**src/design/mem_stage_pkg.sv**
```systemverilog
/*
 * memory-stage shared definitions
 * data width, one-hot opcode-type bit positions, load/store funct3 codes
 * and the mask of opcode types that write a general-purpose register
 */
package mem_stage_pkg;

    // data and address width
    localparam int xlen = 64;

    // one-hot opcode-type vector from decode
    localparam int op_type_w = 15;

    // positions inside the opcode-type vector
    localparam int opt_load      = 5;
    localparam int opt_store     = 6;
    localparam int opt_move_src2 = 11;

    // types that end in a register write
    // alu, imm, upper-imm, jumps, loads and move-src2
    localparam logic [op_type_w-1:0] gpr_write_mask = 15'h0faf;

    // funct3 access size, low two bits give log2 of the byte count
    localparam logic [2:0] f3_b  = 3'd0;
    localparam logic [2:0] f3_h  = 3'd1;
    localparam logic [2:0] f3_w  = 3'd2;
    localparam logic [2:0] f3_d  = 3'd3;

    // unsigned load variants, zero fill
    localparam logic [2:0] f3_bu = 3'd4;
    localparam logic [2:0] f3_hu = 3'd5;
    localparam logic [2:0] f3_wu = 3'd6;

endpackage

```
**src/design/load_align.sv**
```systemverilog
/*
 * load data alignment
 * picks the addressed byte, half or word out of the returned
 * doubleword and sign- or zero-extends it to the register width
 */
`timescale 1ns/1ns

module load_align (
    input  logic [2:0]                     addr,
    input  logic [mem_stage_pkg::xlen-1:0] rdata,
    input  logic [2:0]                     funct3,
    output logic [mem_stage_pkg::xlen-1:0] load_value
);

    import mem_stage_pkg::*;

    // addressed byte brought down to lane 0
    logic [xlen-1:0] lane;

    assign lane = rdata >> {addr, 3'b000};

    always_comb begin
        case (funct3)
            // signed, copy the top bit of the field
            f3_b: begin
                load_value = {{(xlen-8){lane[7]}}, lane[7:0]};
            end
            f3_h: begin
                load_value = {{(xlen-16){lane[15]}}, lane[15:0]};
            end
            f3_w: begin
                load_value = {{(xlen-32){lane[31]}}, lane[31:0]};
            end
            f3_d: begin
                load_value = lane;
            end
            // unsigned, zero fill
            f3_bu: begin
                load_value = {{(xlen-8){1'b0}}, lane[7:0]};
            end
            f3_hu: begin
                load_value = {{(xlen-16){1'b0}}, lane[15:0]};
            end
            f3_wu: begin
                load_value = {{(xlen-32){1'b0}}, lane[31:0]};
            end
            default: begin
                load_value = '0;
            end
        endcase
    end

endmodule

```
**config.mk**
```make
export PLATFORM = sky130hd
export DESIGN_NAME = load_align
export DESIGN_NICKNAME = d
export VERILOG_FILES = /design/src/design/mem_stage_pkg.sv /design/src/design/load_align.sv
export SDC_FILE = /design/constraint.sdc
export NUM_CORES = 1
export LEC_CHECK = 0
export BUFFER_PORTS_ARGS = -buffer_cell sky130_fd_sc_hd__clkbuf_2
export CAP_MARGIN = 20
export CORE_MARGIN = 2
export CORE_UTILIZATION = 52
export DETAILED_ROUTE_END_ITERATION = 8
export GPL_ROUTABILITY_DRIVEN = 0
export PLACE_DENSITY = 0.95
export RECOVER_POWER = 100
export SLEW_MARGIN = 20
export SYNTH_ARGS = -nofsm -noshare
export SYNTH_HDL_FRONTEND = slang
export SYNTH_SLANG_ARGS = --single-unit
```
**constraint.sdc**
```tcl
create_clock -name vclk -period 2.63
set_input_delay 0.1315 -clock vclk [all_inputs]
set_output_delay 0.1315 -clock vclk [all_outputs]
set_load 0.02 [all_outputs]
```
==> Word level (Yosys, flattened, before mapping) <==
Cells that the tools add are included.
{ "op_classes": {"n_eq_ne": 6, "shift": 1, "n_reduce_logical": 1, "muxes": 1} }
{ "ops": {"columns": ["operator", "count"], "rows": [
  ["64-bit case mux with 7 select lines", 1],
  ["64-bit by 6-bit >> shifter with 64-bit output", 1],
  ["3-bit == test (second input constant)", 3],
  ["3-bit by 2-bit == test with 1-bit output (second input constant)", 2],
  ["3-bit by 1-bit == test with 1-bit output (second input constant)", 1],
  ["3-bit zero test", 1]
]} }
{ "word_totals": {"reg_bits": 0, "in_bits": 70, "word_cells": 9, "output_inout_bits": 64} }

==> Longest topological paths before layout <==
{ "logic_depth": {"word_depth": 2, "depth_mapped": 8, "depth_no_buf": 4} }

==> Worst setup path before layout <==
Ideal clock, no wire load.
{ "synth_path": {"path_type": "input to output", "startpoint": "in addr[1]", "endpoint": "out load_value[10] (netlist name)", "t_arrival_ps": 1415, "path_buffers": 3, "path_slack_ps": 1083, "t_required_ps": 2499, "stages": 7, "cell_sequence": "buf_6 -> buf_8 -> nor2b_1 -> clkbuf_1 -> o2bb2ai_1 -> mux2i_1 -> o21ai_0"} }
{ "synth_between": {"elab_chain_len": 2} }
{ "synth_rtl": {"columns": ["element", "line", "source"], "rows": [
  ["from (decl)", "load_align.sv:9", "input logic [2:0] addr,"],
  ["64-bit by 6-bit >> shifter with 64-bit output", "load_align.sv:20", "assign lane = rdata >> {addr, 3'b000};"],
  ["64-bit case mux with 7 select lines", "load_align.sv:23", "case (funct3)"],
  ["to (decl)", "load_align.sv:12", "output logic [mem_stage_pkg::xlen-1:0] load_value"]
]} }
Every way passes these cells.

==> Worst setup path after layout <==
{ "layout_path": {"startpoint": "in addr[1]", "endpoint": "out load_value[43] (netlist name)"} }
Same word-level chain as after synthesis.

==> flow_metrics.tcl <==
set metrics [dict create \
    hold-path-endpoint "load_value[61]" \
    synthTopCellsByArea "mux4_2 (26%), mux2i_1 (11%), nand4_1 (8.1%), mux2_4 (7.1%), nand2_1 (5.8%)" \
    setup_tns_ns 0 \
    num_io_pins 134 \
    io_buffers 134 \
    register_area_sq_um 0 \
    min_path_type "in2out" \
    rsz0062_at_grt "false" \
    cap_violations 0 \
    postCtsSetupRepairBufs 0 \
    slew_headroom_pct 42.8 \
    placementRows 25 \
    grt_use_met1_pct 40.2 \
    busiest_layer "met2" \
    cp_slowest_cell "buf_4" \
    arrival_ns 2.18 \
    setup.worst_path.class "in2out" \
    die_y_um 73.8 \
    hpwl_mm 6.70 \
    drc 0 \
    core-area_sq_mm 0.00472 \
    diodes 0 \
    dr.pass1.iters 7 \
    drv_slew 0 \
    design.seq.count 0 \
    grt_overflow_total 0 \
    syn_nets 359 \
    synth_top_area_cell "mux4_2" \
    worst-path-buf-inv 4 \
    power_uw 720 \
    crit_top_cell "clkbuf_2" \
    slowest_delay_ns 0.42 \
    status "complete, no violations" \
    drtIter0Drc 228 \
    grt_pass1_wl_mm 13.6 \
    grt_usage_pct 31.2 \
    grt_max_degree 49 \
    worst-path-max-fanout 48 \
    synth_cells 289 \
    drive_above_1_share_pct 37.7 \
    via_per_inst 6.58 \
    ant_nets 0 \
    synth.top_cell.area_share_pct 25.8 \
    synthDistinctLibCells 36 \
    avgSynthCellArea_sq_um 8.77 \
    ctsResizeCount 0 \
    worst_setup_path_end_kind "primary output" \
    use_met2_pct 53.4 \
    final-setup-viol-count 0 \
    synth_commonest_cells "nand2_1 (39), nand4_1 (33), mux4_2 (29), mux2i_1 (27)" \
    yosys_warnings 0 \
    p_leak_uw 0.00141 \
    path_cells "clkbuf_2, clkbuf_2, mux2i_1, a22oi_2, nand4_2, buf_4, nand4_1, clkbuf_1" \
    initial_core_util_pct 53.6 \
    synth_area_sq_mm 0.00253 \
    fin_crit_ns 2.31 \
    hold_depth 4 \
    start_kind "input pin" \
    max_freq_mhz 433 \
    cp.required_ns 2.50 \
    vias 3060 \
    powerDensity_mw_per_mm2 238 \
    wl_per_cell_um 19.3 \
    worst_pin_slew_ns 0.857 \
    finalWirelength_mm 8.96 \
    hp-start "rdata[61]" \
    cts_hold_buf 0 \
    hold_violations 0 \
    die_w_um 73.8 \
    grt_pass1_vias 2807 \
    ys_seq_area_share_pct 0 \
    areaGrowthSynthToFinish_pct 19.5 \
    num-nets-final 470 \
    clock_buffers 0 \
    dieArea_sq_mm 0.00545 \
    final.period_utilization_pct 87.8 \
    synth_most_common_cell "nand2_1" \
    cpLargestDelayFamily "buffers and inverters" \
    antenna_found_initial 0 \
    grtUsageMet3_pct 4.12 \
    ir_worst_vdd_mv 0.132 \
]
[how the worst max path moves through the flow]
| stage | from | end | slack (ns) | depth (start not counted) |
|---|---|---|---|---|
| after global placement | addr[0] | load_value[32] | 0.56 | 8 |
| after detailed placement | addr[0] | load_value[32] | 0.47 | 8 |
| after floorplan | addr[1] | load_value[10] | 1.08 | 7 |
| after CTS | addr[0] | load_value[32] | 0.47 | 8 |
| after global routing | addr[1] | load_value[63] | 0.16 | 8 |
| final | addr[1] | load_value[43] | 0.32 | 8 |
[power breakdown]
part | switching (uW) | internal, uW | leakage, uW
logic | 433 | 287 | 0.00141
registers | 0 | 0 | 0
clock network | 0 | 0 | 0
[layer usage]
metal	part of all wire [%]	vias up
met5	0	-
met2	49	231
li1	-	1363
met3	8.6	37
met4	3.1	0
met1	39	1429
[kinds of logic (layout without fill, tap and decap cells)]
family                 count (synthesis)  count (layout)  share of synthesized area (%)
AO/OA/AOI/OAI                         43              43                           12.0
buffers and inverters                 39             148                           12.0
multiplexers                          80              80                           49.0
AND/OR/NAND/NOR                      127             127                           27.0
[cell type report]
type                       count  area (sq um)
tap                           67          83.8
multi-input combinational    250          2230
inverter                       1          3.75
timing repair buffer         147           711
fill                         440          1700
[stage by stage]
| step | hold WS, ns | setup slack, ns | cells | cell area [sq um] | util, % |
|---|---|---|---|---|---|
| 5_1_grt | 0.742 | 0.159 | 465 | 3030 | 64.1 |
| 2_1_floorplan | 0.477 | 1.08 | 289 | 2530 | - |
| 3_3_place_gp | 0.689 | 0.565 | 465 | 3100 | 65.6 |
| 3_5_place_dp | 0.694 | 0.474 | 465 | 3100 | 65.6 |
| 4_1_cts | 0.696 | 0.469 | 465 | 3100 | 65.6 |
| 6_report | 0.717 | 0.320 | 465 | 3030 | 64.1 |
[placed cells by master (no fill, tap or decap), types with 2 or more instances in the layout]
master and count:
a22oi_1 8, a22oi_2 2, clkbuf_1 54, mux2_4 12, o21ai_0 9, o21ai_1 6
mux2_2 10, nand2b_1 3, and3_1 8, nand4_1 33, nand3_1 12, and2_1 2
o2bb2ai_1 7, nor2_1 11, o211ai_1 8, mux4_2 29, mux2i_1 27, clkbuf_2 81
nand2_1 39, buf_4 11, nand4_2 2, nor2b_1 11
No activity file was read; power rests on OpenSTA's default activity.
