$ cat src/design/mem_stage_pkg.sv
/*
 * memory-stage shared definitions
 * data width, one-hot opcode-type bit positions, load/store funct3 codes
 * and the mask of opcode types that write a general-purpose register
 */
package mem_stage_pkg;

    // data and address width
    localparam int xlen = 64;

    // one-hot opcode-type vector from decode
    localparam int op_type_w = 15;

    // positions inside the opcode-type vector
    localparam int opt_load      = 5;
    localparam int opt_store     = 6;
    localparam int opt_move_src2 = 11;

    // types that end in a register write
    // alu, imm, upper-imm, jumps, loads and move-src2
    localparam logic [op_type_w-1:0] gpr_write_mask = 15'h0faf;

    // funct3 access size, low two bits give log2 of the byte count
    localparam logic [2:0] f3_b  = 3'd0;
    localparam logic [2:0] f3_h  = 3'd1;
    localparam logic [2:0] f3_w  = 3'd2;
    localparam logic [2:0] f3_d  = 3'd3;

    // unsigned load variants, zero fill
    localparam logic [2:0] f3_bu = 3'd4;
    localparam logic [2:0] f3_hu = 3'd5;
    localparam logic [2:0] f3_wu = 3'd6;

endpackage

$ cat src/design/store_align.sv
/*
 * store data alignment
 * moves the byte, half, word or doubleword of the store operand into
 * its byte lanes and builds the matching byte-write mask
 */
`timescale 1ns/1ns

module store_align (
    input  logic [2:0]                     addr,
    input  logic [mem_stage_pkg::xlen-1:0] src2,
    input  logic [2:0]                     funct3,
    output logic [mem_stage_pkg::xlen-1:0] wdata,
    output logic [7:0]                     wmask
);

    import mem_stage_pkg::*;

    // operand and mask sitting at lane 0
    logic [xlen-1:0] base_data;
    logic [7:0]      base_mask;

    always_comb begin
        case (funct3)
            f3_b: begin
                base_data = {{(xlen-8){1'b0}}, src2[7:0]};
                base_mask = 8'h01;
            end
            f3_h: begin
                base_data = {{(xlen-16){1'b0}}, src2[15:0]};
                base_mask = 8'h03;
            end
            f3_w: begin
                base_data = {{(xlen-32){1'b0}}, src2[31:0]};
                base_mask = 8'h0f;
            end
            f3_d: begin
                base_data = src2;
                base_mask = 8'hff;
            end
            // unsigned codes do not exist for stores
            default: begin
                base_data = '0;
                base_mask = 8'h00;
            end
        endcase
    end

    // shift up to the addressed byte offset
    // bytes past lane 7 fall off, no split access
    assign wdata = base_data << {addr, 3'b000};
    assign wmask = base_mask << addr;

endmodule

$ cat config.mk
export PLATFORM = sky130hd
export DESIGN_NAME = store_align
export DESIGN_NICKNAME = d
export VERILOG_FILES = /design/src/design/mem_stage_pkg.sv /design/src/design/store_align.sv
export SDC_FILE = /design/constraint.sdc
export NUM_CORES = 1
export LEC_CHECK = 0
export BUFFER_PORTS_ARGS = -buffer_cell sky130_fd_sc_hd__buf_2
export CAP_MARGIN = 20
export CORE_ASPECT_RATIO = 1.25
export CORE_UTILIZATION = 35
export DETAILED_ROUTE_END_ITERATION = 6
export PLACE_DENSITY = 0.8
export SYNTH_ARGS = -nofsm -noshare
export SYNTH_HDL_FRONTEND = slang
export SYNTH_SLANG_ARGS = --single-unit
$ cat constraint.sdc
create_clock -name vclk -period 1.6
set_input_delay 0.08 -clock vclk [all_inputs]
set_output_delay 0.08 -clock vclk [all_outputs]
set_load 0.02 [all_outputs]
Yosys cells after proc, flatten, opt, wreduce, memory -nomap -nowiden
Index checks and enable logic that the tools add are counted.
- memories: 0
- latch bits: 0
- ROM bits: 0
- output and inout port bits: 72
- bits in writable memories: 0
- register bits after elaboration: 0
- order comparisons: 0
- bitwise operators: 0
- $add $sub $neg: 0
- reductions and logical operators: 1
- div/mod/pow operators: 0
- multiplexer cells: 2
- multipliers: 0
- equality and inequality tests: 3
- shifts and indexed selects: 2
- operators with widths (kind ; number):
    64-bit one-hot mux with 4 select lines ; 1
    64-bit by 6-bit << shifter with 64-bit output ; 1
    8-bit one-hot mux with 4 select lines ; 1
    8-bit by 3-bit << shifter with 8-bit output ; 1
    3-bit by 2-bit == test with 1-bit output (second input constant) ; 2
    3-bit by 1-bit == test with 1-bit output (second input constant) ; 1
    3-bit zero test ; 1

Longest topological paths before layout
- depth in word-level cells: 3
- depth in mapped cells: 7
- gate-level depth less buffers: 4

Least setup slack after synthesis
Ideal clock, no wire load.
- path type: input-to-output
- start point: input addr[1]
- end point: output wmask[4]
- path buffers: 3
- slack: 0.228 ns
- cell stages on the path: 5
- data arrival time: 1.292 ns
- path through: buf_4 buf_6 buf_2 o21a_1 a211oi_1
- word-level cells in the longest chain between the ends: 1
- ends and longest elaborated chain (element ; line ; text):
    from (decl) ; store_align.sv:9 ; input logic [2:0] addr,
    8-bit by 3-bit << shifter with 8-bit output ; store_align.sv:51 ; assign wmask = base_mask << addr;
    to (decl) ; store_align.sv:13 ; output logic [7:0] wmask
Every way passes these cells.

Worst setup path in the final report
- start point: input funct3[1]
- end point: output wdata[44] (netlist name)
- word-level cells in the longest chain between the ends: 3
- elaborated cells on any way between the ends: 6
- those cells by class: eq/ne (3); shift (1); mux (1); reduce/logical (1)
- ends and longest elaborated chain (element ; line ; text):
    from (decl) ; store_align.sv:11 ; input logic [2:0] funct3,
    3-bit by 2-bit == test with 1-bit output, or another cell as far along ; store_align.sv:23 ; case (funct3)
    64-bit one-hot mux with 4 select lines (*) ; store_align.sv:23 ;
    64-bit by 6-bit << shifter with 64-bit output (*) ; store_align.sv:50 ; assign wdata = base_data << {addr, 3'b000};
    to (decl) ; store_align.sv:12 ; output logic [mem_stage_pkg::xlen-1:0] wdata,
Mark *: on every way between the ends. The rest lies on a longest branch, timed or not.

==> metrics.csv <==
stage,metric,value,unit
finish,layout-drive-gt1-share,49.46,%
detailed_routing,wl_per_cell,18.43,microns
worst_setup_path,critical_path.most_common_cell,buf_2,
synth,synth_area_leader_cell,mux2_2,
detailed_routing,drc,0,
finish,fin_nets,533,
finish,post-route-cell-area,3128,sq um
global_routing,grt_max_degree,27,
worst_setup_path,crit_required,1.52,ns
finish,nClkBuffers,0,
finish,final_cell_mix,"buf_2 (142), nand2_1 (36), buf_4 (36)",
finish,num_antenna_cells,0,
timing,fin_crit,1.569,ns
timing,layout_worst_path_cycle_share,98.07,%
finish,regArea,0,sq um
worst_setup_path,cp.buffers_inverters,3,
pwr,power_leakage,1.591,nW
status,status,finished clean,
pwr,cellPowerDensity,291.3,nW/um^2
timing,fmax,0.6373,GHz
worst_setup_path,cp_max_fo,8,
worst_setup_path,critPathLaunch,funct3[1],
global_routing,grt_pass1_vias,2922,
timing,rsz0062_at_grt,yes,
synth,synth_area_leaders,"mux2_2 (13%), a22oi_1 (9.8%), mux2i_1 (6.5%), nand2_1 (6.3%), nor2_1 (5.4%)",
timing,relSlewSlack,71.29,%
synth,synthCells,306,
placement,postPlaceCellArea,3108,sq um
finish,nFlopsAndLatches,0,
detailed_routing,avgViaCountPerCell,5.936,
worst_setup_path,cp_top_family,buffers and inverters,
detailed_routing,first_pass_iters,5,
synth,seq_area_frac_synth,0,%
timing,final_hold_viol_count,0,
die,rows,31,
finish,area_delta_synth_final,46.20,%
die,io-pin-count,142,
die,dieArea,6432,sq um
finish,final_common_cell,buf_2,
placement,port_buffers,142,
worst_setup_path,cp_data_arrival_time,1.49,ns
placement,gp_congestion,0.9273,
worst_setup_path,cp-end-kind,output port,
synth,synth_fp_nets,376,
synth,netlist-cell-type-count,51,
timing,worstMarginPinSlew,0.4306,ns
synth,avgSynthCellArea,6.992,sq um
clock_network,post_cts_buffers,0,
global_routing,grt_antenna_before_repair,0,
detailed_routing,detail-route-antenna-nets,0,
die,initial_core_util,36.53,%
worst_setup_path,cp-start-kind,input pin,
detailed_routing,drt_iter0_drc,272,
detailed_routing,via_count,3223,
die,die_w,71.93,microns
global_routing,grt_pass1_wl,14720,microns
die,core,5857,sq um
synth,synth_top_area_share,12.63,%
timing,setup_viol,0,
global_routing,grt_usage,29.00,%
hold_path,holdCritStartpoint,src2[16],
worst_setup_path,cp_slowest_cell,nor2_2,
pwr,peakVddDrop,0.1541,mV
worst_setup_path,cp_cell_sequence,buf_2 > buf_4 > nand2_1 > nor2_2 > a22oi_1 > o22ai_1 > buf_2,
synth,yosys_warnings,0,
pwr,p_total,0.9111,mW
hold_path,holdCritPathClass,in2out,
worst_setup_path,cp.depth,7,
timing,slew_viol_final,0,
flow_run,drv_cap,0,
global_routing,overflow,0,
placement,dp_hpwl,8022,microns
detailed_routing,drt-total-wl,10010,microns
worst_setup_path,endpoint,wdata[44],
worst_setup_path,critPathKind,in2out,
synth,netlist_area,2140,sq um
die,die_h,89.42,microns
worst_setup_path,slowest_delay,0.37,ns
[logic make-up after synthesis]
kind of cell	after synthesis	share of synthesized area, %
AND/OR/NAND/NOR	116	30.35
AO/OA/AOI/OAI	110	36.61
multiplexers	40	21.29
buffers and inverters	40	11.75
[cells in the mapped netlist (all sizes together), types with 2 or more instances]
cell and n:
and3 8, clkbuf 3, a22oi 28, a21oi 18, mux4 2, nand2 37
nand2b 2, nor3b 9, buf 26, mux2i 14, and2 2, o221ai 9
nor2 36, o22ai 17, o21ai 9, o211ai 14, nor2b 4, a211oi 2
nand3 8, inv 10, mux2 24, a32oi 3, a32o 2, nor3 4
[cell type report]
cell class / count / area, sq um
Fill cell: 615 / 2729
Inverter: 11 / 41.29
Multi-Input combinational cell: 266 / 1901
Tap cell: 82 / 102.6
Timing Repair Buffer: 184 / 1084
[per-layer routing]
metal / wire [microns] / vias up / GRT usage [%]
met1: 3884 / 1505 / 33.91
met3: 734 / 32 / 2.593
li1: - / 1489 / -
met4: 363 / 0 / 12.66
met5: 0 / - / 0
met2: 5023 / 197 / 53.77
[through the flow]
stage          cells  setup WS [ns]  utilization [%]   TNS (ns)  hold WS, ns
5_1_grt          543      -0.001060            53.41  -0.001060       0.5723
3_3_place_gp     543         0.1081            53.07          0       0.5451
2_1_floorplan    306         0.2279                -          0       0.3197
6_report         543        0.03088            53.41          0       0.5474
3_5_place_dp     543        0.07766            53.07          0       0.5483
4_1_cts          543        0.07037            53.07          0       0.5497
[worst min path at each step]
| stage | cells after the start | slack [ns] | end |
|---|---|---|---|
| global route | 4 | 0.57 | wdata[48] |
| CTS | 4 | 0.55 | wdata[48] |
| detailed placement | 4 | 0.55 | wdata[48] |
| finish | 4 | 0.55 | wdata[48] |
| floorplan | 2 | 0.32 | wdata[38] |
| global placement | 4 | 0.55 | wdata[23] |
[power breakdown]
| group | switching (mW) | internal [mW] |
|---|---|---|
| clock network | 0 | 0 |
| registers | 0 | 0 |
| logic | 0.535 | 0.376 |
[repair_timing]
item / CTS / global route
hold endpoints to repair: 0 / 0
setup endpoints to repair: 0 / 7
hold buffers: 0 / 0
gates resized for setup: 0 / 6
No activity file was read; power rests on OpenSTA's default activity.
