File: src/design/mem_stage_pkg.sv
/*
 * memory-stage shared definitions
 * data width, one-hot opcode-type bit positions, load/store funct3 codes
 * and the mask of opcode types that write a general-purpose register
 */
package mem_stage_pkg;

    // data and address width
    localparam int xlen = 64;

    // one-hot opcode-type vector from decode
    localparam int op_type_w = 15;

    // positions inside the opcode-type vector
    localparam int opt_load      = 5;
    localparam int opt_store     = 6;
    localparam int opt_move_src2 = 11;

    // types that end in a register write
    // alu, imm, upper-imm, jumps, loads and move-src2
    localparam logic [op_type_w-1:0] gpr_write_mask = 15'h0faf;

    // funct3 access size, low two bits give log2 of the byte count
    localparam logic [2:0] f3_b  = 3'd0;
    localparam logic [2:0] f3_h  = 3'd1;
    localparam logic [2:0] f3_w  = 3'd2;
    localparam logic [2:0] f3_d  = 3'd3;

    // unsigned load variants, zero fill
    localparam logic [2:0] f3_bu = 3'd4;
    localparam logic [2:0] f3_hu = 3'd5;
    localparam logic [2:0] f3_wu = 3'd6;

endpackage

File: src/design/wb_select.sv
/*
 * writeback selection
 * merges load result, ALU result and src2, gates the stage outputs
 * during a memory stall and drives the hazard signals for decode
 */
`timescale 1ns/1ns

module wb_select (
    input  logic                                 st_valid,
    input  logic [mem_stage_pkg::op_type_w-1:0]  st_opcode_type,
    input  logic [mem_stage_pkg::xlen-1:0]       st_pc,
    input  logic [31:0]                          st_inst,
    input  logic [4:0]                           st_rd,
    input  logic [mem_stage_pkg::xlen-1:0]       st_alu_out,
    input  logic [mem_stage_pkg::xlen-1:0]       st_src2,
    input  logic [mem_stage_pkg::xlen-1:0]       load_value,
    input  logic                                 blocked,
    input  logic                                 out_ready,
    output logic                                 in_ready,
    output logic                                 out_valid,
    output logic [mem_stage_pkg::xlen-1:0]       out_pc,
    output logic [31:0]                          out_inst,
    output logic [mem_stage_pkg::op_type_w-1:0]  out_opcode_type,
    output logic [4:0]                           out_rd,
    output logic                                 reg_wen,
    output logic [4:0]                           reg_wr_rd,
    output logic [mem_stage_pkg::xlen-1:0]       reg_wr_value,
    output logic                                 mem_writing_gpr,
    output logic [4:0]                           mem_rd,
    output logic [mem_stage_pkg::xlen-1:0]       mem_alu_out
);

    import mem_stage_pkg::*;

    logic            writes_gpr;
    logic            wr_live;
    logic [xlen-1:0] result;

    // opcode type lands in the register-writing set
    assign writes_gpr = |(st_opcode_type & gpr_write_mask);

    // load data, then move-src2, else the ALU result
    assign result = st_opcode_type[opt_load]      ? load_value :
                    st_opcode_type[opt_move_src2] ? st_src2    :
                                                    st_alu_out;

    // register write port, quiet while waiting on the RAM
    assign wr_live      = st_valid && !blocked && writes_gpr;
    assign reg_wen      = wr_live;
    assign reg_wr_rd    = wr_live ? st_rd : 5'd0;
    assign reg_wr_value = wr_live ? result : '0;

    // downstream record, zeroed during a stall
    assign out_valid       = blocked ? 1'b0 : st_valid;
    assign out_pc          = blocked ? '0 : st_pc;
    assign out_inst        = blocked ? 32'd0 : st_inst;
    assign out_opcode_type = blocked ? '0 : st_opcode_type;
    assign out_rd          = blocked ? 5'd0 : st_rd;

    // upstream stalls with the stage or with writeback
    assign in_ready = blocked ? 1'b0 : out_ready;

    // interlock info for decode, visible through the stall too
    assign mem_writing_gpr = st_valid && writes_gpr;
    assign mem_rd          = st_rd;
    assign mem_alu_out     = st_alu_out;

endmodule

File: config.mk
export PLATFORM = sky130hd
export DESIGN_NAME = wb_select
export DESIGN_NICKNAME = d
export VERILOG_FILES = /design/src/design/mem_stage_pkg.sv /design/src/design/wb_select.sv
export SDC_FILE = /design/constraint.sdc
export NUM_CORES = 1
export LEC_CHECK = 0
export ABC_AREA = 1
export BUFFER_PORTS_ARGS = -buffer_cell sky130_fd_sc_hd__buf_4
export CAP_MARGIN = 20
export CORE_AREA = 2 2 224 226
export DETAILED_ROUTE_END_ITERATION = 16
export DIE_AREA = 0 0 226 228
export PLACE_DENSITY = 0.3
export SLEW_MARGIN = 20
export SYNTH_ARGS = -nofsm -noshare
export SYNTH_HDL_FRONTEND = slang
export SYNTH_SLANG_ARGS = --single-unit
File: constraint.sdc
create_clock -name vclk -period 2.5
set_clock_uncertainty 0.05 [all_clocks]
set_input_delay 0.375 -clock vclk [all_inputs]
set_output_delay 0.375 -clock vclk [all_outputs]
set_load 0.02 [all_outputs]
Word-level counts from Yosys, hierarchy flattened
Index checks and enable logic that the tools add are counted.
{ "classes": {"muxes": 10, "n_reduce_logical": 5} }
{ "op_table": {"columns": ["op", "n"], "rows": [
  ["$mux W64", 4],
  ["$mux W32", 1],
  ["$mux W15", 1],
  ["$mux W5", 2],
  ["$reduce_or A10 Y1", 1],
  ["$logic_and A1 B1 Y1", 3],
  ["$mux W1", 2],
  ["$logic_not A1 Y1", 1]
]} }
{ "word_totals": {"reg_bits": 0, "inputBits": 311, "out_inout_bits": 258, "elab_cells": 15} }

Logic depth before layout (Yosys ltp)
Gate-level depths: netlist of the first run.
{ "logic_depth": {"word_depth": 4, "ltp_mapped": 7, "depth_no_buf": 5} }

Least setup slack after synthesis of the first run
No wires, ideal clock.
{ "synth_timing": {"path_kind": "in2out", "start": "input port blocked", "end": "output port reg_wr_rd[0]", "arrival_time_ns": 1.378, "setup_slack_ns": 0.697, "cell_stages": 5, "n_path_buf": 2, "path_cell_list": "buf_6 or2_1 o21bai_4 buf_6 nor2_1"} }
{ "synth_between": {"elab_chain_cells": 4} }
{ "synth_rtl": {"columns": ["item", "line_no", "source"], "rows": [
  ["start: declaration", "wb_select.sv:17", "input logic blocked,"],
  ["$logic_not A1 Y1", "wb_select.sv:48", "assign wr_live = st_valid && !blocked && writes_gpr;"],
  ["$logic_and A1 B1 Y1 (2 in series)", "wb_select.sv:48", null],
  ["$mux W5", "wb_select.sv:50", "assign reg_wr_rd = wr_live ? st_rd : 5'd0;"],
  ["end: declaration", "wb_select.sv:26", "output logic [4:0] reg_wr_rd,"]
]} }
Every way passes these cells.

Worst setup path after layout of the first run
{ "layout_timing": {"start": "input port st_opcode_type[11] (netlist bit)", "end": "output port reg_wr_value[49] (netlist bit)"} }
{ "layout_between": {"elab_chain_cells": 3, "word_cells_on_any_way": 5, "cone_classes": "3 x mux; 2 x reduce/logical"} }
{ "layout_rtl": {"columns": ["item", "line_no", "source"], "rows": [
  ["start: declaration", "wb_select.sv:10", "input logic [mem_stage_pkg::op_type_w-1:0] st_opcode_type,"],
  ["$reduce_or A10 Y1 or $mux W64 (tied branches)", "wb_select.sv:40, wb_select.sv:44", null],
  ["$logic_and A1 B1 Y1 or $mux W64 (tied branches)", "wb_select.sv:48, wb_select.sv:43", null],
  ["$mux W64 *", "wb_select.sv:51", "assign reg_wr_value = wr_live ? result : '0;"],
  ["end: declaration", "wb_select.sv:27", "output logic [mem_stage_pkg::xlen-1:0] reg_wr_value,"]
]} }
Mark *: on every way between the ends. The rest lies on a longest branch, timed or not.

==> results of run 1 <==
power groups by stage:
stage	sequential [W]	combinational [W]	clock, W
floorplan	0	0.000692	0
global placement	0	0.00149	0
detailed placement	0	0.00148	0
CTS	0	0.00149	0
global route	0	0.00158	0.0000000000550
finish	0	0.00145	0.0000000000562
through the flow:
step	hold slack, ns	instance area (um^2)	cells
finish	0.9079	7609	1825
global route	0.9139	7609	1825
global placement	0.9094	7606	1824
floorplan	0.8126	3127	690
detailed placement	0.9080	7606	1824
CTS	0.9085	7606	1824
logic make-up after synthesis:
| group | synth area share |
|---|---|
| compound gates | 0.1084 |
| buf+inv | 0.3950 |
| simple gates | 0.4966 |
cell type report:
type / count / area [um^2]
Antenna cell: 1 / 2.502
Fill cell: 5832 / 41740
Tap cell: 672 / 840.8
Inverter: 120 / 451.7
Timing Repair Buffer: 579 / 4422
Multi-Input combinational cell: 453 / 1892
critical path, delay by kind of cell:
| family | cells | cell delay (ns) |
|---|---|---|
| compound gates | 1 | 0.31 |
| buf+inv | 3 | 0.63 |
| simple gates | 3 | 0.60 |
metal layers:
metal	track usage	vias up	wire length, um	share of wire
met5	0	-	10	0.00036
met4	0.007864	2	58	0.0021
met3	0.02370	4	2465	0.088
met2	0.2076	330	15580	0.56
met1	0.1001	2607	9825	0.35
li1	-	2893	-	-
how the worst max path moves through the flow:
| stage | from | to | slack (ns) | cells past startpoint |
|---|---|---|---|---|
| floorplan | blocked | reg_wr_rd[0] | 0.70 | 5 |
| global placement | st_opcode_type[11] | reg_wr_value[20] | 0.12 | 7 |
| detailed placement | st_opcode_type[11] | reg_wr_value[35] | 0.11 | 7 |
| CTS | st_opcode_type[11] | reg_wr_value[35] | 0.10 | 7 |
| global route | st_opcode_type[5] | reg_wr_value[51] | 0.02 | 7 |
| finish | st_opcode_type[11] | reg_wr_value[49] | 0.13 | 7 |
cell usage in the layout, fill, tap and decap left out, drive strengths merged:
master / instances
buf: 579
nor2: 193
o21ai: 64
or2: 1
nand3: 65
diode: 1
nand2: 129
clkinv: 1
inv: 119
o21bai: 1
==> flow_summary.yaml, run 1 <==
critical_path:
  cp.arrival_ns: 1.95
  path_cells: "buf_4, nor2_1, nand3_1, o21bai_4, buf_4, nor2_1, buf_4"
  startpoint_type: "primary input"
  critPathMostFrequentCell: "buf_4"
  cp_slowest_cell: "nand3_1"
  worst-setup-path-type: "primary input to primary output"
  endpoint_kind: "primary output"
  max_stage_delay_ns: 0.39
  cp.required_ns: 2.08
  crit_path_max_fanout: 24
synthesis:
  synth_area_per_cell_um2: 4.532
  synth_top_cells_by_area: "nor2_1 (23%), buf_4 (17%), nand2_1 (15%)"
  netlist_instances: 690
  synthesis.area_um2: 3127
  synth.most_common_cell: "nor2_1"
  synth_top_area_frac: 0.2257
  synthTopCellsByCount: "nor2_1 (188), nand2_1 (129), inv_1 (119)"
  synth_area_leader_cell: "nor2_1"
  synth.distinct_cells: 13
  synth_nets: 1001
  yosysWarnings: 0
  ys_seq_area_frac: 0
global_routing:
  grt_max_degree: 118
  grt_pass1_wl_um: 38320
  antenna_found_initial: 2
  grt_use_total: 0.09937
  grt_pass1_vias: 5957
  grt-ovfl-total: 0
route:
  drt_iter0_markers: 129
  remaining_drc_errors: 0
  vias: 5836
  viasPerCell: 3.198
  wirelength_um: 27940
  wl_per_cell_um: 15.31
  drtAntennaViolNets: 0
  firstDrtPassIters: 4
sta:
  min_period_over_period: 0.9482
  setup_viol_count_final: 0
  relSlewSlack: 0.6262
  rsz0062_at_grt: "false"
  fin_setup_tns_ns: 0
  finalCriticalPeriod_ns: 2.370
  finalHoldViolations: 0
  worst_slack_ns: 0.1295
  tightest_slew_ns: 0.5548
  report.final.slew_viol_count: 0
  fmax_ghz: 0.4219
floorplanning:
  boundaryPins: 569
  die_width_um: 226
  die_h_um: 228
  core_um2: 49350
  fp.dieArea_um2: 51530
  initial_core_util: 0.06336
  rows: 82
pwr:
  intPower_w: 0.0006959
  combPwrFrac: 1.000
  switching_share: 0.5216
  p_per_area_nw_per_um2: 191.2
  p_total_w: 0.001455
  seqPwrFrac: 0
  p_sw_w: 0.0007589
  p_leak_nw: 4.423
  ir_worst_vdd_uv: 89.23
  clkPwrFrac: 0
job:
  drv_cap: 0
clock_tree:
  ctsResizeCount: 0
  post_cts_buffers: 0
  cts_hold_buf: 0
final_layout:
  nNetsFinal: 1465
  final_util: 0.1542
  seq_cell_count: 0
  area_growth_pct: 143.3
  drive_gt1_frac: 0.5095
  clock_buffers: 0
  register_area_um2: 0
status:
  status: "completed"
placed_design:
  place.gp.congestion: 0.7658
  post-dp-hpwl_um: 24390
  port_buffers: 569
  pre_cts_ws_ns: 0.1057
min_path:
  hold_path_class: "primary input to primary output"
  holdPathEnd: "mem_alu_out[24]"
  min_from: "st_alu_out[24]"
  min_path_cells: 2
Power figures use the tool's default switching activity.
==> run 2, diff against run 1 <==
- ABC_CLOCK_PERIOD_IN_PS: not set -> 2500
- GPL_TIMING_DRIVEN: not set -> 0
- SETUP_SLACK_MARGIN: not set -> 0.05
==> flow_summary.yaml, run 2 (synthesis gave the netlist of run 1 again) <==
pwr:
  ir_worst_vdd_uv: 58.16
  p_total_w: 0.001587
  p_leak_nw: 4.843
  p_per_area_nw_per_um2: 191.7
global_routing:
  grt_pass1_wl_um: 44550
  grt_pass1_vias: 6506
  antenna_found_initial: 4
  grt_max_degree: 11
  grt_use_total: 0.1170
  grt-ovfl-total: 0
placed_design:
  place_area_um2: 8232
  place.gp.congestion: 0.7825
  post-dp-hpwl_um: 29030
  port_buffers: 568
  pre_cts_ws_ns: -0.2048
status:
  status: "completed"
sta:
  relSlewSlack: 0.5833
  setup_viol_count_final: 0
  rsz0062_at_grt: "false"
  tightest_slew_ns: 0.6250
  fin_setup_tns_ns: 0
  worst_slack_ns: 0.2138
  fmax_ghz: 0.4374
  finalHoldViolations: 0
  min_period_over_period: 0.9145
  finalCriticalPeriod_ns: 2.286
  report.final.slew_viol_count: 0
min_path:
  hold_path_class: "primary input to primary output"
  min_path_cells: 3
  holdPathEnd: "mem_alu_out[24]"
  min_from: "st_alu_out[24]"
floorplanning:
  die_width_um: 226
  boundaryPins: 569
  die_h_um: 228
  rows: 82
  initial_core_util: 0.06336
  core_um2: 49350
  fp.dieArea_um2: 51530
final_layout:
  final_common_cell: "buf_4"
  nNetsFinal: 1573
  drive_gt1_frac: 0.5357
  register_area_um2: 0
  area_growth_pct: 164.7
  seq_cell_count: 0
  clock_buffers: 0
  final_cell_mix: "buf_4 (641), nor2_1 (188), nand2_1 (129)"
  design_area_um2: 8278
critical_path:
  cp.arrival_ns: 1.86
  startpoint_type: "primary input"
  cp.required_ns: 2.08
  crit_path_max_fanout: 10
  worst-setup-path-type: "primary input to primary output"
  endpoint_kind: "primary output"
route:
  wl_per_cell_um: 16.84
  vias: 6312
  wirelength_um: 32590
  remaining_drc_errors: 0
  drtAntennaViolNets: 0
  firstDrtPassIters: 4
  viasPerCell: 3.262
  drt_iter0_markers: 224
job:
  drv_cap: 0
-- run 2: changes by cell type in the layout (fill, tap and decap cells not counted) --
cell,previous run,this run
buf_12,6,1
clkinv_2,1,0
buf_2,0,16
diode_2,1,3
inv_1,118,119
clkbuf_1,0,20
nand3_2,0,1
clkbuf_2,0,1
buf_4,573,641
nand3_1,65,64
buf_6,0,8
-- run 2: layout make-up --
type / count / area [um^2]
tap: 672 / 840.8
buffer: 117 / 790.8
multi-input combinational: 453 / 1897
inverter: 120 / 450.4
fill: 5912 / 41070
antenna: 3 / 7.507
timing repair buffer: 570 / 4292
-- run 2: worst max path at each step --
stage / startpoint / to / slack (ns) / depth (start not counted)
final: st_opcode_type[5] / reg_wr_value[3] / 0.21 / 8
after detailed placement: st_opcode_type[9] / reg_wr_rd[0] / -0.20 / 7
after CTS: st_opcode_type[9] / reg_wen / 0.1 / 8
after floorplan: blocked / reg_wr_rd[0] / 0.70 / 5
after global placement: st_opcode_type[9] / reg_wr_rd[0] / -0.16 / 7
after global routing: st_opcode_type[5] / reg_wr_value[3] / 0.07 / 8
-- run 2: timing repair --
item / CTS / global route
cloned: 0 / 0
setup buffers: 2 / 0
hold buffers: 0 / 0
setup endpoints to repair: 70 / 34
resized for setup: 2 / 4
pin swaps: 1 / 0
-- run 2: critical path, cell delays in order --
cell	delay, ns
buf_4	0.13
inv_2	0.06
buf_4	0.22
buf_4	0.26
buf_4	0.28
o21ai_0	0.19
nor2_1	0.15
buf_4	0.16
-- run 2: metrics by stage --
stage,utilization,std cells,hold WS [ns]
2_1_floorplan,-,690,0.8126
5_1_grt,0.1677,1935,1.002
6_report,0.1677,1935,0.9938
4_1_cts,0.1675,1932,0.9937
3_3_place_gp,0.1668,1930,0.9916
3_5_place_dp,0.1668,1930,0.9931
-- run 2: layer usage --
metal | vias to the layer above | wire length (um) | track usage
met4 | 0 | 477 | 0.01945
li1 | 3111 | - | -
met5 | - | 0 | 0
met1 | 2830 | 11940 | 0.1249
met3 | 16 | 2562 | 0.02447
met2 | 355 | 17610 | 0.2335
-- run 2: power by group --
group,internal (W),total [W],switching [W]
registers,0,0,0
logic,0.000773,0.00159,0.000814
clock network,0.000000000162,0.000000000162,0
total,0.000773,0.00159,0.000814
