[config.mk]
export PLATFORM = sky130hd
export DESIGN_NAME = mem_stage_reg
export DESIGN_NICKNAME = d
export VERILOG_FILES = /design/src/design/mem_stage_pkg.sv /design/src/design/mem_stage_reg.sv
export SDC_FILE = /design/constraint.sdc
export NUM_CORES = 1
export LEC_CHECK = 0
export BUFFER_PORTS_ARGS = -buffer_cell sky130_fd_sc_hd__buf_2
export CAP_MARGIN = 10
export CORE_AREA = 5 5 223 225
export DETAILED_ROUTE_END_ITERATION = 10
export DIE_AREA = 0 0 228 230
export SLEW_MARGIN = 20
export SYNTH_ARGS = -nofsm -noshare
export SYNTH_HDL_FRONTEND = slang
export SYNTH_SLANG_ARGS = --single-unit
[constraint.sdc]
create_clock -name clk -period 2.4 [get_ports clk]
set_input_delay 0.12 -clock clk [delete_from_list [all_inputs] [get_ports clk]]
set_output_delay 0.12 -clock clk [all_outputs]
set_load 0.01 [all_outputs]
[src/design/mem_stage_pkg.sv]
/*
 * memory-stage shared definitions
 * data width, one-hot opcode-type bit positions, load/store funct3 codes
 * and the mask of opcode types that write a general-purpose register
 */
package mem_stage_pkg;

    // data and address width
    localparam int xlen = 64;

    // one-hot opcode-type vector from decode
    localparam int op_type_w = 15;

    // positions inside the opcode-type vector
    localparam int opt_load      = 5;
    localparam int opt_store     = 6;
    localparam int opt_move_src2 = 11;

    // types that end in a register write
    // alu, imm, upper-imm, jumps, loads and move-src2
    localparam logic [op_type_w-1:0] gpr_write_mask = 15'h0faf;

    // funct3 access size, low two bits give log2 of the byte count
    localparam logic [2:0] f3_b  = 3'd0;
    localparam logic [2:0] f3_h  = 3'd1;
    localparam logic [2:0] f3_w  = 3'd2;
    localparam logic [2:0] f3_d  = 3'd3;

    // unsigned load variants, zero fill
    localparam logic [2:0] f3_bu = 3'd4;
    localparam logic [2:0] f3_hu = 3'd5;
    localparam logic [2:0] f3_wu = 3'd6;

endpackage

[src/design/mem_stage_reg.sv]
/*
 * EX/MEM stage register
 * holds one execute record, keeps it while the stage stalls, and
 * forwards the writeback value onto the store operand
 */
`timescale 1ns/1ns

module mem_stage_reg (
    input  logic                                 clk,
    input  logic                                 rst,
    input  logic                                 advance,
    input  logic                                 in_valid,
    input  logic [mem_stage_pkg::xlen-1:0]       pc,
    input  logic [31:0]                          inst,
    input  logic [mem_stage_pkg::op_type_w-1:0]  opcode_type,
    input  logic [2:0]                           funct3,
    input  logic [4:0]                           rd,
    input  logic [4:0]                           rs2,
    input  logic [mem_stage_pkg::xlen-1:0]       alu_out,
    input  logic [mem_stage_pkg::xlen-1:0]       src2,
    input  logic                                 wb_writing_gpr,
    input  logic [4:0]                           wb_rd,
    input  logic [mem_stage_pkg::xlen-1:0]       wb_wdata,
    output logic                                 st_valid,
    output logic [mem_stage_pkg::xlen-1:0]       st_pc,
    output logic [31:0]                          st_inst,
    output logic [mem_stage_pkg::op_type_w-1:0]  st_opcode_type,
    output logic [2:0]                           st_funct3,
    output logic [4:0]                           st_rd,
    output logic [mem_stage_pkg::xlen-1:0]       st_alu_out,
    output logic [mem_stage_pkg::xlen-1:0]       st_src2
);

    import mem_stage_pkg::*;

    // operand as captured from execute, before forwarding
    logic [xlen-1:0] src2_q;
    logic [4:0]      rs2_q;
    logic            rs2_hit;

    // control fields, a reset leaves a bubble
    always_ff @(posedge clk) begin
        if (rst) begin
            st_valid       <= 1'b0;
            st_opcode_type <= '0;
            st_rd          <= '0;
            rs2_q          <= '0;
        end else if (advance) begin
            // bubble when execute has nothing
            st_valid       <= in_valid;
            st_opcode_type <= opcode_type;
            st_rd          <= rd;
            rs2_q          <= rs2;
        end
    end

    // payload fields
    always_ff @(posedge clk) begin
        if (advance) begin
            st_pc      <= pc;
            st_inst    <= inst;
            st_funct3  <= funct3;
            st_alu_out <= alu_out;
            src2_q     <= src2;
        end
    end

    // writeback is writing the register this record reads as rs2
    // x0 never forwards
    assign rs2_hit = wb_writing_gpr && (wb_rd == rs2_q) && (rs2_q != 5'd0);

    assign st_src2 = rs2_hit ? wb_wdata : src2_q;

    // decode hands over at most one opcode type per record
    a_op_type_onehot: assert property (
        @(posedge clk) disable iff (rst)
        st_valid |-> $onehot0(st_opcode_type)
    );

endmodule

* Word level (Yosys, flattened, before mapping)
Index checks and enable logic that the tools add are counted.
** Operators by class
- Add/sub/neg operators :: 0
- Multipliers :: 0
- Divide/modulo/power cells :: 0
- Order comparisons :: 0
- Equality and inequality tests :: 1
- Shift-type cells :: 0
- Muxes and demuxes :: 1
- Bitwise logic cells :: 0
- Reduce and logical (&&, ||, !) cells :: 3
** Operators by type and width (number)
- 64-bit 2-to-1 mux :: 1
- 5-bit equality test :: 1
- 5-bit nonzero test :: 1
- 1-bit logical AND :: 2
** Word-level totals
- Bits in registers :: 253
- Latch bits :: 0
- Memory bits (writable) :: 0
- ROM bits :: 0
- Memories :: 0

* Depth between registers and ports, before layout
Gate-level depths: netlist of run 1.
- Word-level depth :: 4
- Depth in mapped cells :: 5

* Worst setup path before layout of run 1
Ideal clock, no wire load.
- Kind :: flip-flop to output port
- From :: register rs2_q[1]
- To :: output st_src2[10] (netlist bit)
- Data arrival time :: 1.663 ns
- Slack :: 0.617 ns
- Cell stages (with the launch flop) :: 6
- Buffers on the path :: 1
- Path through :: dfxtp_1 -> xnor2_1 -> nand3_1 -> a211oi_4 -> buf_6 -> mux2_2
** On the way
- Cells in the longest elaborated chain, start to end :: 4
- Elaborated cells between the ends (all ways) :: 5
** RTL lines
- start: declaration :: RTL line mem_stage_reg.sv:38 : logic [4:0] rs2_q;
- start signal: assignment :: RTL line mem_stage_reg.sv:53 : rs2_q <= rs2;
- 5-bit equality test :: RTL line mem_stage_reg.sv:70 : assign rs2_hit = wb_writing_gpr && (wb_rd == rs2_q) && (rs2_q != 5'd0);
- 1-bit logical AND :: RTL line mem_stage_reg.sv:70
- 1-bit logical AND (*) :: RTL line mem_stage_reg.sv:70
- 64-bit 2-to-1 mux (*) :: RTL line mem_stage_reg.sv:72 : assign st_src2 = rs2_hit ? wb_wdata : src2_q;
- end: declaration :: RTL line mem_stage_reg.sv:31 : output logic [mem_stage_pkg::xlen-1:0] st_src2
Mark *: on every way between the ends. The rest lies on a longest branch, timed or not.

* Worst setup path in the final report of run 1
- From :: register rs2_q[0]
- To :: output st_src2[60] (netlist bit)
The elaborated chain is that of the path after synthesis.

==> metrics, run 1 <==
outcome finished with violations; violated checks setup timing; Die Width 228 um; cell row count 80; largest net degree at the start of global routing 59; Post-route DRC 0; # H-tree levels 1; syn_nets between 700 and 800; Worst-Skew Late Latency 0.54 ns; drt wl/cell 18.1 um; GRT Util Overall 11.9%; DIE AREA 0.0524 sq mm; LEAKAGE 7.22 nW; Buffers on Ports 573; Compound-Gate Fraction of Synth Area 0.334%; die height 230 um; Critical Path Source Type register; Yosys reg bits 253; Routed Antenna Nets 0; final setup fails 13; CTS tree yes; via count just over 7000; Slew HR ~61%; fin worst setup slack -0.0497 ns; Reg clk slew, reported paths 0.06 ns; Synth area leaders edfxtp_1 79%, mux2_2 7.6%, dfxtp_1 6.0%, mux2i_1 3.0%, nor2_1 1.2%; Mapped Area 0.00861 sq mm; RD Place Congestion 0.861; clk_skew 0 ns; Synth top area share 79.2%; sequential area share after synthesis 85.2%; Vias/cell 3.79; critical path cell sequence o41ai_2 -> a211oi_4 -> buf_6 -> buf_12 -> buf_16 -> mux2_4 -> buf_6; Starting Density 18.2%; first-pass GRT wire length approximately 49000 um; drt initial violations 237; max incr delay on CP 0.43 ns; RSZ-0062 raised after global routing yes; CTS Buf Count 27; Worst Max-Slew Pin Slew 0.582 ns; largest family of logic cells by synthesized area multiplexers; Final Util between 30% and 40%; WHS about 0.042 ns; maxcap violations 0; crit share post-route 102%; share of cells above drive strength 1 54.5%; crit path DAT 2.33 ns; Worst EP required 2.28 ns; clock tree root driver cell clkbuf_16; most common cell after layout, fill and taps aside buf_2; CP Capture Type output pin; fin area 0.0166 sq mm; peak supply drop 0.000610 V; Post-Synth Adder-Cell Area 0%; critical path's most frequent cell buf_6; kind of critical path reg -> out; HP Class in -> reg; Synth Area in XOR/XNOR less than 1%; initial antenna violation count 6; Routed WL 34400 um; clk sink count 253; Pwr per Cell Area 660 mW/mm^2; mux share of post-synthesis cell area 11.7%; Synth area leader edfxtp_1; Yosys warning total 0; final hold viol count 0; most frequent cells in the layout 511 x buf_2, 268 x dlygate4sd3_1, 227 x edfxtp_1; first drt pass iteration count 6; Overflow after GRT 0; Core Box Area roughly 0.047 sq mm; hpwl dp 22900 um; Cell Area, Placed 0.0123 sq mm; synthesized netlist cell count 391; slowest library cell on the worst path o41ai_2; Synth Area in Simple Gates 1.32%; synth unique cells 14; final worst path period need 2.45 ns; vias in the first global route 8196; nets@finish 1596; CTS max path bufs 3; boundary pin count approximately 570; Synth Area per Inst ~22 sq um; crit-path max FO 8; Area Growth Syn to Fin 93.1%; Final Slew Violations 0; Max Fclk between 0.4 and 0.5 GHz
critical path: cells and delay by family, from the launching register on:
| kind | cells | cell delay (ns) |
|---|---|---|
| flops | 1 | 0.36 |
| mux | 1 | 0.31 |
| compound gates | 2 | 0.55 |
| buf+inv | 4 | 0.54 |
report_power, final:
part | switching, W | internal (W)
Sequential | 0.000123 | 0.00517
Clock | 0.00167 | 0.00237
Combinational | 0.000689 | 0.000958
Total | 0.00248 | 0.00850
flip-flops by register name, summed over array words and instances, names as in the netlist:
signal	count
rs2_q	5
src2_q	64
st_rd	5
st_pc	64
st_alu_out	64
st_inst	32
st_valid	1
st_funct3	3
st_opcode_type	15
repair_timing:
item	4_1_cts	5_1_grt
pin swaps	5	5
setup buffers	4	1
resized for setup	25	109
endpoints found under the hold margin	253	0
endpoints found under the setup margin	64	64
gates cloned	3	2
hold buffers	268	0
synth_stat cells:
library cell  count
edfxtp_1        227
mux2i_1          26
nand2_1           2
nand3_1           1
buf_2             2
buf_6             6
o41ai_1           1
clkbuf_1          4
mux2_4            6
xnor2_1           4
dfxtp_1          26
a211oi_4          1
mux2_2           58
nor2_1           27
routing by layer:
| metal | vias to the layer above | global-route usage [%] | routed length [um] |
|---|---|---|---|
| li1 | 3273 | - | - |
| met1 | 3423 | 12.5 | 12000 |
| met2 | 436 | 21.5 | 17700 |
| met3 | 90 | 4.79 | 3350 |
| met4 | 4 | 4.48 | 1390 |
| met5 | - | 0 | 22 |
cells by family after synthesis:
| logic type | Yosys count |
|---|---|
| DFF | 253 |
| AOI/OAI and AO/OA | 2 |
| xor gates and xnor gates | 4 |
| buffers and inverters | 12 |
| muxes | 90 |
| and+or+nand+nor | 30 |
layout make-up:
type / count / area (sq um)
Clock buffer: 33 / 698
Timing Repair Buffer: 862 / 6250
Tap cell: 615 / 769
Multi-Input combinational cell: 126 / 1420
Antenna cell: 1 / 2.50
Clock inverter: 15 / 141
Fill cell: 4387 / 30700
Sequential cell: 253 / 7340
final timing paths:
check / slack [ns] / to / startpoint / cells after the start
worst max-delay path: -0.05 / st_src2[60] / rs2_q[0] / 7
worst min-delay path: 0.04 / st_rd[1] / rst / 2
worst max register to register: 1.17 / rs2_q[0] / rs2_q[0] / 3
worst min register to register: 0.50 / st_opcode_type[0] / st_opcode_type[0] / 2
through the flow:
step                setup TNS (ns)  std cells  power, W  setup WS (ns)
floorplan                        0        391   0.00570          0.617
global placement                 0       1579   0.00645          0.491
detailed placement               0       1579   0.00647          0.439
CTS                          -2.15       1902    0.0109        -0.0684
global route                 -8.25       1905    0.0114         -0.186
finish                      -0.424       1905    0.0110        -0.0497
Power figures use the tool's default switching activity.
==> run 2, diff against run 1 <==
Settings changed: SETUP_SLACK_MARGIN set to 0.2.
==> metrics, run 2 (synthesis results as in run 1) <==
outcome finished with violations; violated checks setup timing; WHS Path Cells 2; most common cell after layout, fill and taps aside buf_2; crit-path max FO 8; Routed Antenna Nets 0; R2R Path Start rs2_q[0]; WHS 0.0421 ns; pre-CTS setup slack 0.439 ns; CP Capture Type output pin; most frequent cells in the layout 508 x buf_2, 268 x dlygate4sd3_1, 227 x edfxtp_1; Final Util 35.4%; maxcap violations 0; R2R depth 3; GRT Util Overall 12.2%; nets@finish about 1600; TNS Setup -0.906 ns; Area Growth Syn to Fin 94.5%; crit share post-route 103%; vias in the first global route between 8000 and 9000; HP Class in -> reg; final setup fails 16; Hold Crit Start rst; max incr delay on CP 0.43 ns; clk sink count 253; final worst path period need between 2 and 2.5 ns; slowest library cell on the worst path o41ai_2; hpwl dp 22900 um; Overflow after GRT 0; Final Slew Violations 0; Worst Max-Slew Pin Slew 0.582 ns; RD Place Congestion 0.861; critical path cell sequence o41ai_2 -> a211oi_4 -> buf_6 -> buf_12 -> buf_16 -> mux2_4 -> buf_6; largest net degree at the start of global routing 59; cell row count 80; Max Fclk 0.406 GHz; die height 230 um; first drt pass iteration count 4; CTS max path bufs 3; LEAKAGE 7.27 nW; Fill cells about 4400; drt wl/cell 18.1 um; fin worst setup slack -0.0637 ns; drt initial violations 250; Routed WL approximately 34000 um; Hold Path End st_rd[1]; largest registers src2_q: 64 flops, st_alu_out: 64 flops, st_pc: 64 flops; kind of critical path reg -> out; Pwr per Cell Area 656 mW/mm^2; Die Width 228 um; initial antenna violation count 7; share of cells above drive strength 1 54.6%; Reg clk slew, reported paths around 0.06 ns; CTS tree yes; overall power approximately 0.011 W; r2r endpoint rs2_q[0]; # H-tree levels 1; clk_skew 0 ns; Worst EP required 2.28 ns; via count 7242; CTS Buf Count 27; Starting Density between 10% and 20%; Post-route DRC 0; Critical Path Source Type register; critical path's most frequent cell buf_6; Slew HR 61.2%; r2r setup slk between 1 and 1.5 ns; final hold viol count 0; clock tree root driver cell clkbuf_16; Vias/cell 3.79; first-pass GRT wire length 50000 um; peak supply drop about 0.00061 V; RSZ-0062 raised after global routing yes; Core Box Area approximately 0.047 sq mm; DIE AREA ~0.052 sq mm; Worst-Skew Late Latency 0.54 ns; boundary pin count about 570; crit path DAT 2.34 ns; Buffers on Ports approximately 570
[run 2: final cells by class]
type                       instances  area (sq um)  area share, %
timing repair buffer             865          6350           37.9
tap                              615           769           4.59
antenna                            3          7.51         0.0448
multi-input combinational        126          1430           8.56
clock buffer                      33           698           4.17
clock inverter                    15           141          0.844
sequential                       253          7340           43.9
[run 2: worst max-delay path, delay by kind of cell (launching register included)]
kind,cells,cell delay [ns]
DFF,1,0.36
AOI/OAI and AO/OA,2,0.55
muxes,1,0.30
buffers and inverters,4,0.57
[run 2: repair_timing]
action                                 4_1_cts  5_1_grt
endpoints found under the hold margin      253        0
setup endpoints to repair                   64       64
pin swaps                                    2        5
gates cloned                                 6        1
resized for setup                          104       37
hold buffers                               268        0
buffers inserted                             5        0
[run 2: stage by stage]
step | instances | instance area (sq um)
3_3_place_gp | 1579 | 12300
6_report | 1910 | 16700
5_1_grt | 1909 | 16700
2_1_floorplan | 391 | 8610
3_5_place_dp | 1579 | 12300
4_1_cts | 1906 | 16500
[run 2: worst max-delay path by stage]
stage,start,endpoint,slack [ns],cells past startpoint
2_1_floorplan,rs2_q[1],st_src2[10],0.62,5
3_3_place_gp,rs2_q[1],st_src2[62],0.49,6
5_1_grt,rs2_q[0],st_src2[48],-0.20,8
4_1_cts,rs2_q[3],st_src2[61],-0.06,8
6_report,rs2_q[0],st_src2[54],-0.06,7
3_5_place_dp,rs2_q[1],st_src2[38],0.44,6
[run 2: routing by layer]
layer  track usage (%)  routed length [um]  vias to the layer above
met5                 0                  22                        -
li1                  -                   -                     3280
met3              4.54                3210                       78
met2              22.3               18100                      426
met1              12.7               12000                     3454
met4              4.50                1180                        4
[run 2: power by group]
part	internal [W]	total (W)	switching [W]
clock	0.00237	0.00403	0.00166
sequential	0.00517	0.00530	0.000123
combinational	0.000968	0.00166	0.000691
==> run 3, diff against run 2 <==
Settings changed: CELL_PAD_IN_SITES_DETAIL_PLACEMENT set to 0, CELL_PAD_IN_SITES_GLOBAL_PLACEMENT set to 1, CORE_AREA 5 5 223 225 to 5 5 221 223, DIE_AREA 0 0 228 230 to 0 0 226 228, PLACE_DENSITY_LB_ADDON set to 0.1.
Clock period 2.4 ns to 2.65 ns, I/O delays scaled along.
==> metrics, run 3 (synthesis results as in run 1) <==
CTS max path bufs 3; overall power 0.0103 W; clk sink count approximately 250; r2r endpoint rs2_q[0]; Slew HR 64.0%; share of cells above drive strength 1 55.3%; Fill cells 4571; Final Slew Violations 0; RD Place Congestion slightly below 0.8; fin worst setup slack 0.221 ns; Area Growth Syn to Fin 92.6%; Buffers on Ports 573; Die Width 226 um; Overflow after GRT 0; final setup fails 0; Worst Max-Slew Pin Slew about 0.54 ns; R2R Path Start rs2_q[0]; Cell Area, Placed ~0.012 sq mm; vias in the first global route between 7000 and 8000; final worst path period need between 2 and 2.5 ns; crit path DAT 2.30 ns; clock tree root driver cell clkbuf_16; hpwl dp 27000 um; cell row count 79; HP Class in -> reg; CTS Buf Count 30; Max Fclk between 0.4 and 0.5 GHz; GRT Util Overall 12.9%; Critical Path Source Type register; drt initial violations 194; most frequent cells in the layout 516 x buf_2, 254 x dlygate4sd3_1, 227 x edfxtp_1; Final Util 35.8%; WHS Path Cells 2; CP Capture Type output pin; R2R depth 2; Core Box Area 0.0464 sq mm; Worst-Skew Late Latency approximately 0.56 ns; Hold Path End st_opcode_type[14]; clock share of power 39.2%; boundary pin count roughly 570; die height 228 um; most common cell after layout, fill and taps aside buf_2; Critical Path Source rs2_q[0]; LEAKAGE 7.16 nW; largest net degree at the start of global routing 68; Pwr per Cell Area 619 mW/mm^2; Post-route DRC 0; TNS Setup 0 ns; kind of critical path reg -> out; fin area 0.0166 sq mm; DIE AREA ~0.052 sq mm; initial antenna violation count 4; # H-tree levels 1; first drt pass iteration count 4; Pint 0.00789 W; nets@finish 1580; clk_skew 0 ns; crit share post-route roughly nine tenths; Vias/cell 3.67; Worst EP required approximately 2.5 ns; P_sw 0.00238 W; first-pass GRT wire length about 50000 um; peak supply drop 0.000457 V; r2r setup slk 1.98 ns; Routed WL 36300 um; Routed Antenna Nets 0; final hold viol count 0; maxcap violations 0; Reg clk slew, reported paths 0.06 ns; CTS tree yes; register share of total power 46.6%; largest registers src2_q: 64 flops, st_alu_out: 64 flops, st_pc: 64 flops; RSZ-0062 raised after global routing yes; Starting Density 18.6%; outcome finished, final reports clean; Net Sw Frac 23.2%; crit-path max FO 7; drt wl/cell 19.3 um; pre-CTS setup slack around 0.69 ns; Comb pwr share 14.2%; via count 6920; Hold Crit Start rst
## run 3: cell count changes in the layout (fill, tap and decap cells not counted), moves of 2 or more
cell and change:
buf_16 -4, buf_2 +8, buf_4 -7, buf_6 -9
clkbuf_1 -2, clkbuf_16 +6, clkinv_1 +2, clkinvlp_4 +3
dfxtp_2 -2, dfxtp_4 +2, dlygate4sd3_1 -14, mux2_2 +5
mux2_4 -5
## run 3: routing by layer
metal  part of all wire (%)  global-route usage, %  vias up
met4                    2.8                   3.33        2
met2                     52                   24.1      350
li1                       -                      -     3256
met5                  0.036                      0        -
met3                     10                   4.75       54
met1                     35                   13.6     3258
## run 3: repair_timing
action	in CTS	in global routing
buffers inserted	2	0
gates cloned	2	5
setup endpoints to repair	59	64
hold endpoints to repair	288	0
hold buffers	254	0
resized for setup	5	132
pin swaps	2	6
## run 3: per-stage QoR
| step | hold slack (ns) | instances |
|---|---|---|
| after floorplan | 0.231 | 391 |
| after global placement | 0.309 | 1566 |
| after detailed placement | 0.311 | 1566 |
| after CTS | 0.00737 | 1880 |
| after global routing | 0.0419 | 1887 |
| final | 0.0346 | 1888 |
## run 3: how the worst max path moves through the flow
stage	to	depth (start not counted)	slack [ns]
2_1_floorplan	st_src2[10]	5	0.85
3_3_place_gp	st_src2[33]	6	0.72
3_5_place_dp	st_src2[33]	6	0.69
4_1_cts	st_src2[48]	7	0.15
5_1_grt	st_src2[34]	7	0.11
6_report	st_src2[35]	7	0.22
## run 3: area by class of cell
| cell class | count | area [sq um] | area share (%) |
|---|---|---|---|
| antenna | 3 | 7.51 | 0.0453 |
| sequential | 253 | 7350 | 44.3 |
| multi-input combinational | 126 | 1430 | 8.61 |
| tap | 607 | 759 | 4.58 |
| clock buffer | 34 | 766 | 4.62 |
| clock inverter | 22 | 196 | 1.18 |
| timing repair buffer | 843 | 6080 | 36.6 |
## run 3: worst max-delay path, cell delays in order (launching register included)
cell and delay (ns):
dfxtp_4 0.36, xnor2_2 0.13, nand3_2 0.11, a211oi_4 0.26, buf_6 0.22, clkbuf_16 0.21
mux2_4 0.31, buf_6 0.12
## run 3: power by group through the flow
| stage | clock network, W | logic (W) | registers (W) |
|---|---|---|---|
| after floorplan | 0 | 0.000194 | 0.00497 |
| after global placement | 0 | 0.00102 | 0.00487 |
| after detailed placement | 0 | 0.00101 | 0.00487 |
| after CTS | 0.00423 | 0.00134 | 0.00479 |
| after global routing | 0.00440 | 0.00157 | 0.00481 |
| final | 0.00402 | 0.00146 | 0.00478 |
